==> config.mk <==
export PLATFORM = sky130hd
export DESIGN_NAME = keccak_state_window
export DESIGN_NICKNAME = d
export VERILOG_FILES = /design/src/logic/bus_pkg.sv /design/src/logic/keccak_pkg.sv /design/src/logic/keccak_state_window.sv /design/src/logic/kmac_staterd.sv /design/src/logic/bus_adapter.sv /design/src/logic/state_capture.sv
export SDC_FILE = /design/constraint.sdc
export NUM_CORES = 2
export LEC_CHECK = 0
export BUFFER_PORTS_ARGS = -buffer_cell sky130_fd_sc_hd__buf_2
export CAP_MARGIN = 20
export CORE_AREA = 2 2 658 660
export CTS_CLUSTER_SIZE = 16
export DETAILED_ROUTE_END_ITERATION = 12
export DIE_AREA = 0 0 660 662
export PLACE_DENSITY_LB_ADDON = 0.05
export SYNTH_ARGS = -nofsm -noshare
export SYNTH_HDL_FRONTEND = slang
export SYNTH_SLANG_ARGS = --single-unit
==> constraint.sdc <==
create_clock -name clk_i -period 2 [get_ports clk_i]
set_input_delay 0.3 -clock clk_i [delete_from_list [all_inputs] [get_ports clk_i]]
set_output_delay 0.3 -clock clk_i [all_outputs]
set_load 0.05 [all_outputs]
==> src/logic/bus_pkg.sv <==
//////////////////////////////////////////////////
// Register bus types
// Single-word request and response carried on
// plain strobes, no grant and no back-pressure
//////////////////////////////////////////////////

package bus_pkg;

  // Byte address, two shares of 256 bytes
  localparam int BusAddrW = 9;

  typedef enum logic {
    OpRead  = 1'b0,
    OpWrite = 1'b1
  } bus_op_e;

  ////////////////////////////////////////////////
  // Request from the host
  ////////////////////////////////////////////////

  typedef struct packed {
    logic                req;
    bus_op_e             op;
    logic [BusAddrW-1:0] addr;
    // Write data, the window is read-only
    logic [31:0]         wdata;
  } bus_req_t;

  ////////////////////////////////////////////////
  // Response, one cycle after the request
  ////////////////////////////////////////////////

  typedef struct packed {
    logic        rvalid;
    logic [31:0] rdata;
    logic        err;
  } bus_rsp_t;

endpackage

==> src/logic/keccak_pkg.sv <==
//////////////////////////////////////////////////
// Keccak state geometry
// Sponge state width, word layout of the readback
// window and the 32-bit byte-order helper
//////////////////////////////////////////////////

package keccak_pkg;

  // Full sponge state, 5x5 lanes of 64 bits
  localparam int StateW = 1600;

  // Number of 32-bit words in one share
  localparam int StateWords = StateW / 32;

  // Word select bits, 64 words or 256 bytes per share
  localparam int WordIdxW = 6;

  // Largest share count the window supports
  localparam int MaxShare = 2;

  typedef logic [StateW-1:0] state_t;

  // Byte reversal for big-endian readback
  function automatic logic [31:0] conv_endian32(input logic [31:0] word,
                                                input logic        swap);
    logic [31:0] swapped;
    swapped = {word[7:0], word[15:8], word[23:16], word[31:24]};
    return swap ? swapped : word;
  endfunction

endpackage
==> src/logic/keccak_state_window.sv <==
//////////////////////////////////////////////////
// Keccak state readback window
// Read-only register view of the captured state
//////////////////////////////////////////////////

module keccak_state_window #(
  parameter  bit EnMasking = 1'b1,
  localparam int Share     = EnMasking ? keccak_pkg::MaxShare : 1
) (
  input  logic                clk_i,
  input  logic                rst_ni,

  input  bus_pkg::bus_req_t   bus_req_i,
  output bus_pkg::bus_rsp_t   bus_rsp_o,

  input  logic                load_i,
  input  keccak_pkg::state_t  state_i,

  input  logic                endian_swap_i
);

  import keccak_pkg::*;
  import bus_pkg::*;

  state_t              shares [Share];
  logic                rd_req;
  logic [BusAddrW-3:0] rd_addr;
  logic                rd_valid;
  logic [31:0]         rd_data;

  state_capture #(
    .EnMasking (EnMasking)
  ) u_capture (
    .clk_i,
    .rst_ni,
    .load_i,
    .state_i,
    .shares_o (shares)
  );

  bus_adapter u_adapter (
    .clk_i,
    .rst_ni,
    .bus_req_i,
    .bus_rsp_o,
    .rd_req_o   (rd_req),
    .rd_addr_o  (rd_addr),
    .rd_valid_i (rd_valid),
    .rd_data_i  (rd_data)
  );

  kmac_staterd #(
    .EnMasking (EnMasking)
  ) u_staterd (
    .clk_i,
    .rst_ni,
    .rd_req_i      (rd_req),
    .rd_addr_i     (rd_addr),
    .shares_i      (shares),
    .endian_swap_i,
    .rd_valid_o    (rd_valid),
    .rd_data_o     (rd_data)
  );

endmodule

==> src/logic/kmac_staterd.sv <==
//////////////////////////////////////////////////
// Keccak state reader
// Picks share and word by address, swaps bytes
// on request and registers the read data
//////////////////////////////////////////////////

module kmac_staterd #(
  parameter  bit EnMasking = 1'b1,
  localparam int Share     = EnMasking ? keccak_pkg::MaxShare : 1
) (
  input  logic                          clk_i,
  input  logic                          rst_ni,

  input  logic                          rd_req_i,
  input  logic [bus_pkg::BusAddrW-3:0]  rd_addr_i,

  input  keccak_pkg::state_t            shares_i [Share],
  input  logic                          endian_swap_i,

  output logic                          rd_valid_o,
  output logic [31:0]                   rd_data_o
);

  import keccak_pkg::*;
  import bus_pkg::*;

  logic [WordIdxW-1:0]            word_idx;
  logic [BusAddrW-3-WordIdxW:0]   share_sel;
  logic [31:0]                    share_word [Share];
  logic [31:0]                    muxed_word;

  assign word_idx  = rd_addr_i[WordIdxW-1:0];
  assign share_sel = rd_addr_i[BusAddrW-3:WordIdxW];

  ////////////////////////////////////////////////
  // Word slicing
  ////////////////////////////////////////////////

  // Words 50 to 63 lie past the state and read zero
  for (genvar i = 0; i < Share; i++) begin : gen_slicer
    assign share_word[i] = (int'(word_idx) < StateWords) ?
                           shares_i[i][32*word_idx +: 32] : '0;
  end : gen_slicer

  // Unused share slots read zero too
  assign muxed_word = (int'(share_sel) < Share) ? share_word[share_sel] : '0;

  ////////////////////////////////////////////////
  // Read data register
  ////////////////////////////////////////////////

  always_ff @(posedge clk_i or negedge rst_ni) begin
    if (!rst_ni) begin
      rd_valid_o <= 1'b0;
    end else begin
      rd_valid_o <= rd_req_i;
    end
  end

  always_ff @(posedge clk_i or negedge rst_ni) begin
    if (!rst_ni) begin
      rd_data_o <= '0;
    end else if (rd_req_i) begin
      rd_data_o <= conv_endian32(muxed_word, endian_swap_i);
    end
  end

endmodule

==> src/logic/bus_adapter.sv <==
//////////////////////////////////////////////////
// Bus adapter for the state window
// Passes reads on to the state reader and
// answers writes with an error response
//////////////////////////////////////////////////

module bus_adapter (
  input  logic                          clk_i,
  input  logic                          rst_ni,

  input  bus_pkg::bus_req_t             bus_req_i,
  output bus_pkg::bus_rsp_t             bus_rsp_o,

  // Word read port towards the state reader
  output logic                          rd_req_o,
  output logic [bus_pkg::BusAddrW-3:0]  rd_addr_o,
  input  logic                          rd_valid_i,
  input  logic [31:0]                   rd_data_i
);

  import bus_pkg::*;

  logic is_read;
  logic is_write;
  logic wr_err_q;

  ////////////////////////////////////////////////
  // Request decode
  ////////////////////////////////////////////////

  assign is_read  = bus_req_i.req & (bus_req_i.op == OpRead);
  assign is_write = bus_req_i.req & (bus_req_i.op == OpWrite);

  // Byte offset dropped, no byte-masked access
  assign rd_req_o  = is_read;
  assign rd_addr_o = bus_req_i.addr[BusAddrW-1:2];

  // Write error answered one cycle later, like a read
  always_ff @(posedge clk_i or negedge rst_ni) begin
    if (!rst_ni) begin
      wr_err_q <= 1'b0;
    end else begin
      wr_err_q <= is_write;
    end
  end

  ////////////////////////////////////////////////
  // Response merge
  ////////////////////////////////////////////////

  // At most one of the two is set in a given cycle
  always_comb begin
    bus_rsp_o        = '0;
    bus_rsp_o.rvalid = rd_valid_i | wr_err_q;
    bus_rsp_o.err    = wr_err_q;
    // Data only with a read response
    if (rd_valid_i) begin
      bus_rsp_o.rdata = rd_data_i;
    end
  end

endmodule

==> src/logic/state_capture.sv <==
//////////////////////////////////////////////////
// Keccak state capture
// Loads the final state on a strobe and keeps it
// plain or split into two Boolean shares
//////////////////////////////////////////////////

module state_capture #(
  parameter  bit EnMasking = 1'b1,
  localparam int Share     = EnMasking ? keccak_pkg::MaxShare : 1
) (
  input  logic                clk_i,
  input  logic                rst_ni,
  input  logic                load_i,
  input  keccak_pkg::state_t  state_i,
  output keccak_pkg::state_t  shares_o [Share]
);

  import keccak_pkg::*;

  logic [31:0] lfsr_q;
  logic        lfsr_fb;
  logic [63:0] lfsr_dbl;
  state_t      mask;

  // x^32 + x^22 + x^2 + x + 1, free running
  assign lfsr_fb = lfsr_q[31] ^ lfsr_q[21] ^ lfsr_q[1] ^ lfsr_q[0];

  always_ff @(posedge clk_i or negedge rst_ni) begin
    if (!rst_ni) begin
      lfsr_q <= 32'h5a3c_96e1;
    end else begin
      lfsr_q <= {lfsr_q[30:0], lfsr_fb};
    end
  end

  // Mask word i is the LFSR value rotated left by i mod 32
  assign lfsr_dbl = {lfsr_q, lfsr_q};

  for (genvar i = 0; i < StateWords; i++) begin : gen_mask
    assign mask[32*i +: 32] = lfsr_dbl[63-(i%32) -: 32];
  end : gen_mask

  ////////////////////////////////////////////////
  // Share storage
  ////////////////////////////////////////////////

  if (EnMasking) begin : gen_masked
    always_ff @(posedge clk_i or negedge rst_ni) begin
      if (!rst_ni) begin
        shares_o[0] <= '0;
        shares_o[1] <= '0;
      end else if (load_i) begin
        shares_o[0] <= mask;
        shares_o[1] <= state_i ^ mask;
      end
    end
  end else begin : gen_plain
    always_ff @(posedge clk_i or negedge rst_ni) begin
      if (!rst_ni) begin
        shares_o[0] <= '0;
      end else if (load_i) begin
        shares_o[0] <= state_i;
      end
    end
  end

endmodule

# == Yosys cells after proc, flatten, opt, wreduce, memory -nomap -nowiden ==
# Index checks and enable logic that the tools add are counted.
# word_totals
regBits,3266
in_bits,1647
wordCells,26
# op_classes
order_cmp,2
shifts,2
n_mux,7
n_bitwise,9
# ops
op,n
$shiftx 1600x12->32,2
$xor 1600x1600->1600,1
$mux 32,7
$lt 6x6->1 const B,1
$xor 1x1->1,3
$and 1x1->1,2
$ge 2x2->1 const B,1
$not 1->2,1
$not 1->1,1
$or 1x1->1,1

# == Depth between registers and ports, before layout ==
# logic_depth
ltp_word,6
ltp_mapped,13
depth_no_buf,7

# == Modules after synthesis ==
# A second synthesis with hierarchy kept.
# unflattened
hier_cells,11220
hier_area_um2,113672.8
# by_module_without_submodules
module,instances,cells_each,area_per_inst_um2,seq_area_each_um2
state_capture,1,8618,84841.4,41660.0
kmac_staterd,1,2555,28472.3,825.8
bus_adapter,1,47,359.1,25.0

# == Least setup slack after synthesis ==
# No wires, ideal clock.
# synth_timing
path_type,input-to-reg
start,input bus_req_i[36] (netlist bit)
end,register u_staterd.rd_data_o[17]
arrival_ps,2251
slack_ps,-386
path_stages,10
path_buffers,4
cell_sequence,buf_2 buf_4 buf_4 clkbuf_1 mux4_2 a221oi_1 a21oi_1 a211o_1 a32oi_1 o31ai_1
# synth_between
elab_chain_cells,6
word_cells_on_any_way,9
# synth_rtl
element,line,rtl
from (decl),keccak_state_window.sv:13,"input bus_pkg::bus_req_t bus_req_i,"
$shiftx 1600x12->32 or $lt 6x6->1 (tied branches),"kmac_staterd.sv:42, kmac_staterd.sv:41",
$mux 32,kmac_staterd.sv:41,assign share_word[i] = (int'(word_idx) < StateWords) ?
$mux 32 (not written as such) (*) (3 in series),kmac_staterd.sv:46,assign muxed_word = (int'(share_sel) < Share) ? share_word[share_sel] : '0;
$mux 32 (*),keccak_pkg.sv:28,return swap ? swapped : word;
to (signal assigned),kmac_staterd.sv:64,"rd_data_o <= conv_endian32(muxed_word, endian_swap_i);"
to (decl),kmac_staterd.sv:21,output logic [31:0] rd_data_o
# Every way passes the cells marked *; elsewhere a longest branch is shown, timed or not. The select of a mux whose other input is x is not followed.
# A chain may end at the register's enable or synchronous reset.

# == Final worst setup path ==
# layout_timing
start,register u_capture.shares_o[1298] (netlist bit)
end,register u_staterd.rd_data_o[18]
# layout_between
elab_chain_cells,6
# layout_rtl
element,line,rtl
from (decl),state_capture.sv:15,output keccak_pkg::state_t shares_o [Share]
$shiftx 1600x12->32,kmac_staterd.sv:42,shares_i[i][32*word_idx +: 32] : '0;
$mux 32,kmac_staterd.sv:41,
$mux 32 (not written as such) (3 in series),kmac_staterd.sv:46,
$mux 32,keccak_pkg.sv:28,
# Every way passes these cells. The select of a mux whose other input is x is not followed.

==> results.cfg <==
[power_and_ir_drop]
intPower_mw = 72.5
power_frac_seq_pct = 37.7
p_total_mw = 105
power_switching_mw = 32.3
netSwitchingFraction_pct = 30.8
combPwrFrac_pct = 21.3
p_leak_nw = 56.3
clkPwrFrac_pct = 40.9
vdd_drop_max_v = 0.000823
powerDensity_nw_per_um2 = 748

[outcome]
violations = negative setup slack
status = finished with violations

[yosys]
avgSynthCellArea_sq_um = 10.3
yosys_most_used_dff = dfrtp_1
yosys_warnings = 0
synth_nets = 10388
async_flop_share_pct = 100
syn_inst = 8741
synth-edff-count = 0
synthDistinctLibCells = 77
ys_seq_area_share_pct = 47.1
syn-cell-area_sq_um = 90300
ys_seq_elements = 1698

[clock_tree]
numCtsBuffers = 224
ctsHtreeMaxLevel = 4
insertion_delay_ns = 1.00
cts_max_path_buffers = 4
cts.sinks = 1698
cts_root_buf = clkbuf_16
cts_tree = built
path_clk_slew_ns = 0.06

[routing]
dr.pass1.iters = 6
via_count = 85738
antenna_left = 0
initialDrtViolationCount = 6618
vias_per_cell = 4.63
drc_errors = 0
wl_per_cell_um = 34.0
routed_wl_um = 629000

[worst_setup_path]
crit_type = reg -> reg
r2r_slack_ns = -0.72
reg2reg_from = u_capture.shares_o[1298]
startpoint_type = flip-flop
critical_path_peak_fanout = 2
worstSetupStartpoint = u_capture.shares_o[1298]
r2r_cells = 8
cp.arrival_ns = 3.53
worstPathRequired_ns = 2.81
cp-end-kind = flip-flop
endpoint = u_staterd.rd_data_o[18]
reg2reg_to = u_staterd.rd_data_o[18]

[global_routing]
grt_overflow = 0
grt_util_all_layers_pct = 27.9
grt_pass1_vias = 89169
grt_pass1_wl_um = 821000
antenna_found_initial = 91
grt_max_degree = 121

[place]
placement.cell_area_sq_um = 115000
portBuffers = 1646
place.gp.congestion = 0.902
dp_hpwl_um = 491000
dp_slack_ns = -1.91

[floorplan]
start_util_pct = 21.0
coreArea_sq_um = 430000
fp.dieW_um = 660
ioPinCount = 1681
dieArea_sq_um = 437000
rows = 241
dieHeight_um = 662

[sta]
setup_ws_ns = -0.724
fmaxAchievable_mhz = 367
hold_ws_ns = 0.0885
rsz0062_at_grt = true
worstMarginPinSlew_ns = 1.06
drv_slew = 0
slew_headroom_pct = 28.9
finalSetupViolCount = 65
fin_crit_sh_pct = 136
hold_violations = 0
finalCriticalPeriod_ns = 2.72
finClkSkew_ns = 0.0804

[cells_and_area]
stdcell_area_sq_um = 140000
syn2layout_area_growth_pct = 55.2
fillers = 44131
drive_gt1_share_pct = 30.0
final_util_pct = 32.6
num-nets-final = 14239

[run]
cap_violations = 0

[hold_path]
hold_class = in -> async
[through the flow]
step                instances  setup TNS (ns)
finish                  18523          -22.84
global route            18503          -25.75
CTS                     18479          -26.50
detailed placement      16435          -46.55
global placement        16434          -47.37
floorplan                8741           -6.24
[registers in the layout, summed over array words and instances, names as in the netlist]
| register | cells |
|---|---|
| u_capture.lfsr_q | 32 |
| u_staterd.rd_valid_o | 1 |
| u_staterd.rd_data_o | 32 |
| u_capture.shares_o | 1632 |
| u_adapter.wr_err_q | 1 |
[layout by cell type, fill, tap and decap left out, types with 26 or more instances in the layout]
master and instances:
buf_12 313, o211ai_1 26, xnor2_1 1602, dlygate4sd3_1 1614, clkbuf_16 224, nor2_1 1641
dfrtp_1 1642, clkbuf_1 54, mux4_2 354, buf_2 1604, a21oi_1 1653, and2_4 33
nand2_1 153, a22oi_1 54, buf_6 39, clkinv_2 38, mux2_2 69, buf_4 812
mux2i_1 202, clkbuf_8 63, o21ai_0 43, nand3_1 28, diode_2 40
[cells by family after synthesis]
family          synth area share, %
mux                            12.7
buf+inv                        3.90
simple gates                   8.59
compound gates                 12.1
flops                          47.1
xor+xnor                       15.6
[area by class of cell]
type | count | area [sq um] | share of cell area [%]
Antenna cell | 40 | 100 | 0.0715
Clock buffer | 341 | 6680 | 4.76
Clock inverter | 66 | 940 | 0.671
Inverter | 9 | 40.0 | 0.0286
Multi-Input combinational cell | 6272 | 45500 | 32.5
Sequential cell | 1698 | 42700 | 30.5
Tap cell | 5710 | 7140 | 5.10
Timing Repair Buffer | 4387 | 37100 | 26.5
[critical path: stages (launching register included)]
cell and delay, ns:
dfrtp_1 0.42, mux4_2 0.50, mux2i_4 0.39, buf_6 0.17, nor2_4 0.06, or3_1 0.32, a221o_1 0.35, a32o_1 0.23
a21o_1 0.15
[power groups by stage]
stage | combinational (mW) | clock [mW] | sequential, mW
6_report | 22.4 | 42.9 | 39.5
5_1_grt | 23.5 | 45.3 | 39.8
4_1_cts | 22.5 | 44.1 | 39.5
3_5_place_dp | 19.4 | 0 | 40.1
3_3_place_gp | 19.4 | 0 | 40.1
2_1_floorplan | 8.21 | 0 | 39.0
[Yosys cell counts, types with 26 or more instances]
master	count	area, sq um
o21ai_0	72	360
dfrtp_1	1682	42100
buf_2	44	220
a21oi_1	1662	8320
buf_1	124	465
clkbuf_1	496	1860
buf_6	41	462
mux4_2	345	7770
nor2_1	1651	6200
mux2i_1	227	2270
buf_4	52	390
a221oi_1	35	307
nand3_1	32	160
and2_1	40	250
a22oi_1	60	450
xnor2_1	1602	14000
o211ai_1	26	195
mux2_2	92	1040
nand2_1	160	601
[worst min path at each step]
stage	start	to	slack [ns]	cells after the start
after floorplan	rst_ni	u_adapter.wr_err_q	0.004	0
after global placement	rst_ni	u_capture.shares_o[1209]	0.48	2
after detailed placement	rst_ni	u_capture.shares_o[1209]	0.48	2
after CTS	bus_req_i[39]	u_staterd.rd_data_o[23]	0.01	6
after global routing	rst_ni	u_capture.shares_o[1209]	0.07	3
final	rst_ni	u_capture.shares_o[1209]	0.09	3
[repair_timing]
item / in CTS / in global routing
setup endpoints to repair: 65 / 66
hold endpoints to repair: 3152 / 0
resized for setup: 341 / 60
hold buffers: 1614 / 0
setup buffers: 35 / 9
pin swaps: 62 / 41
gates cloned: 2 / 0
[routing by layer]
| layer | global-route usage (%) | part of all wire [%] | up-vias |
|---|---|---|---|
| li1 | - | - | 37640 |
| met1 | 36.5 | 44 | 44186 |
| met2 | 46.6 | 47 | 3012 |
| met3 | 2.67 | 3.7 | 892 |
| met4 | 12.8 | 5.5 | 8 |
| met5 | 0 | 0.0089 | - |
Power figures use the tool's default switching activity.
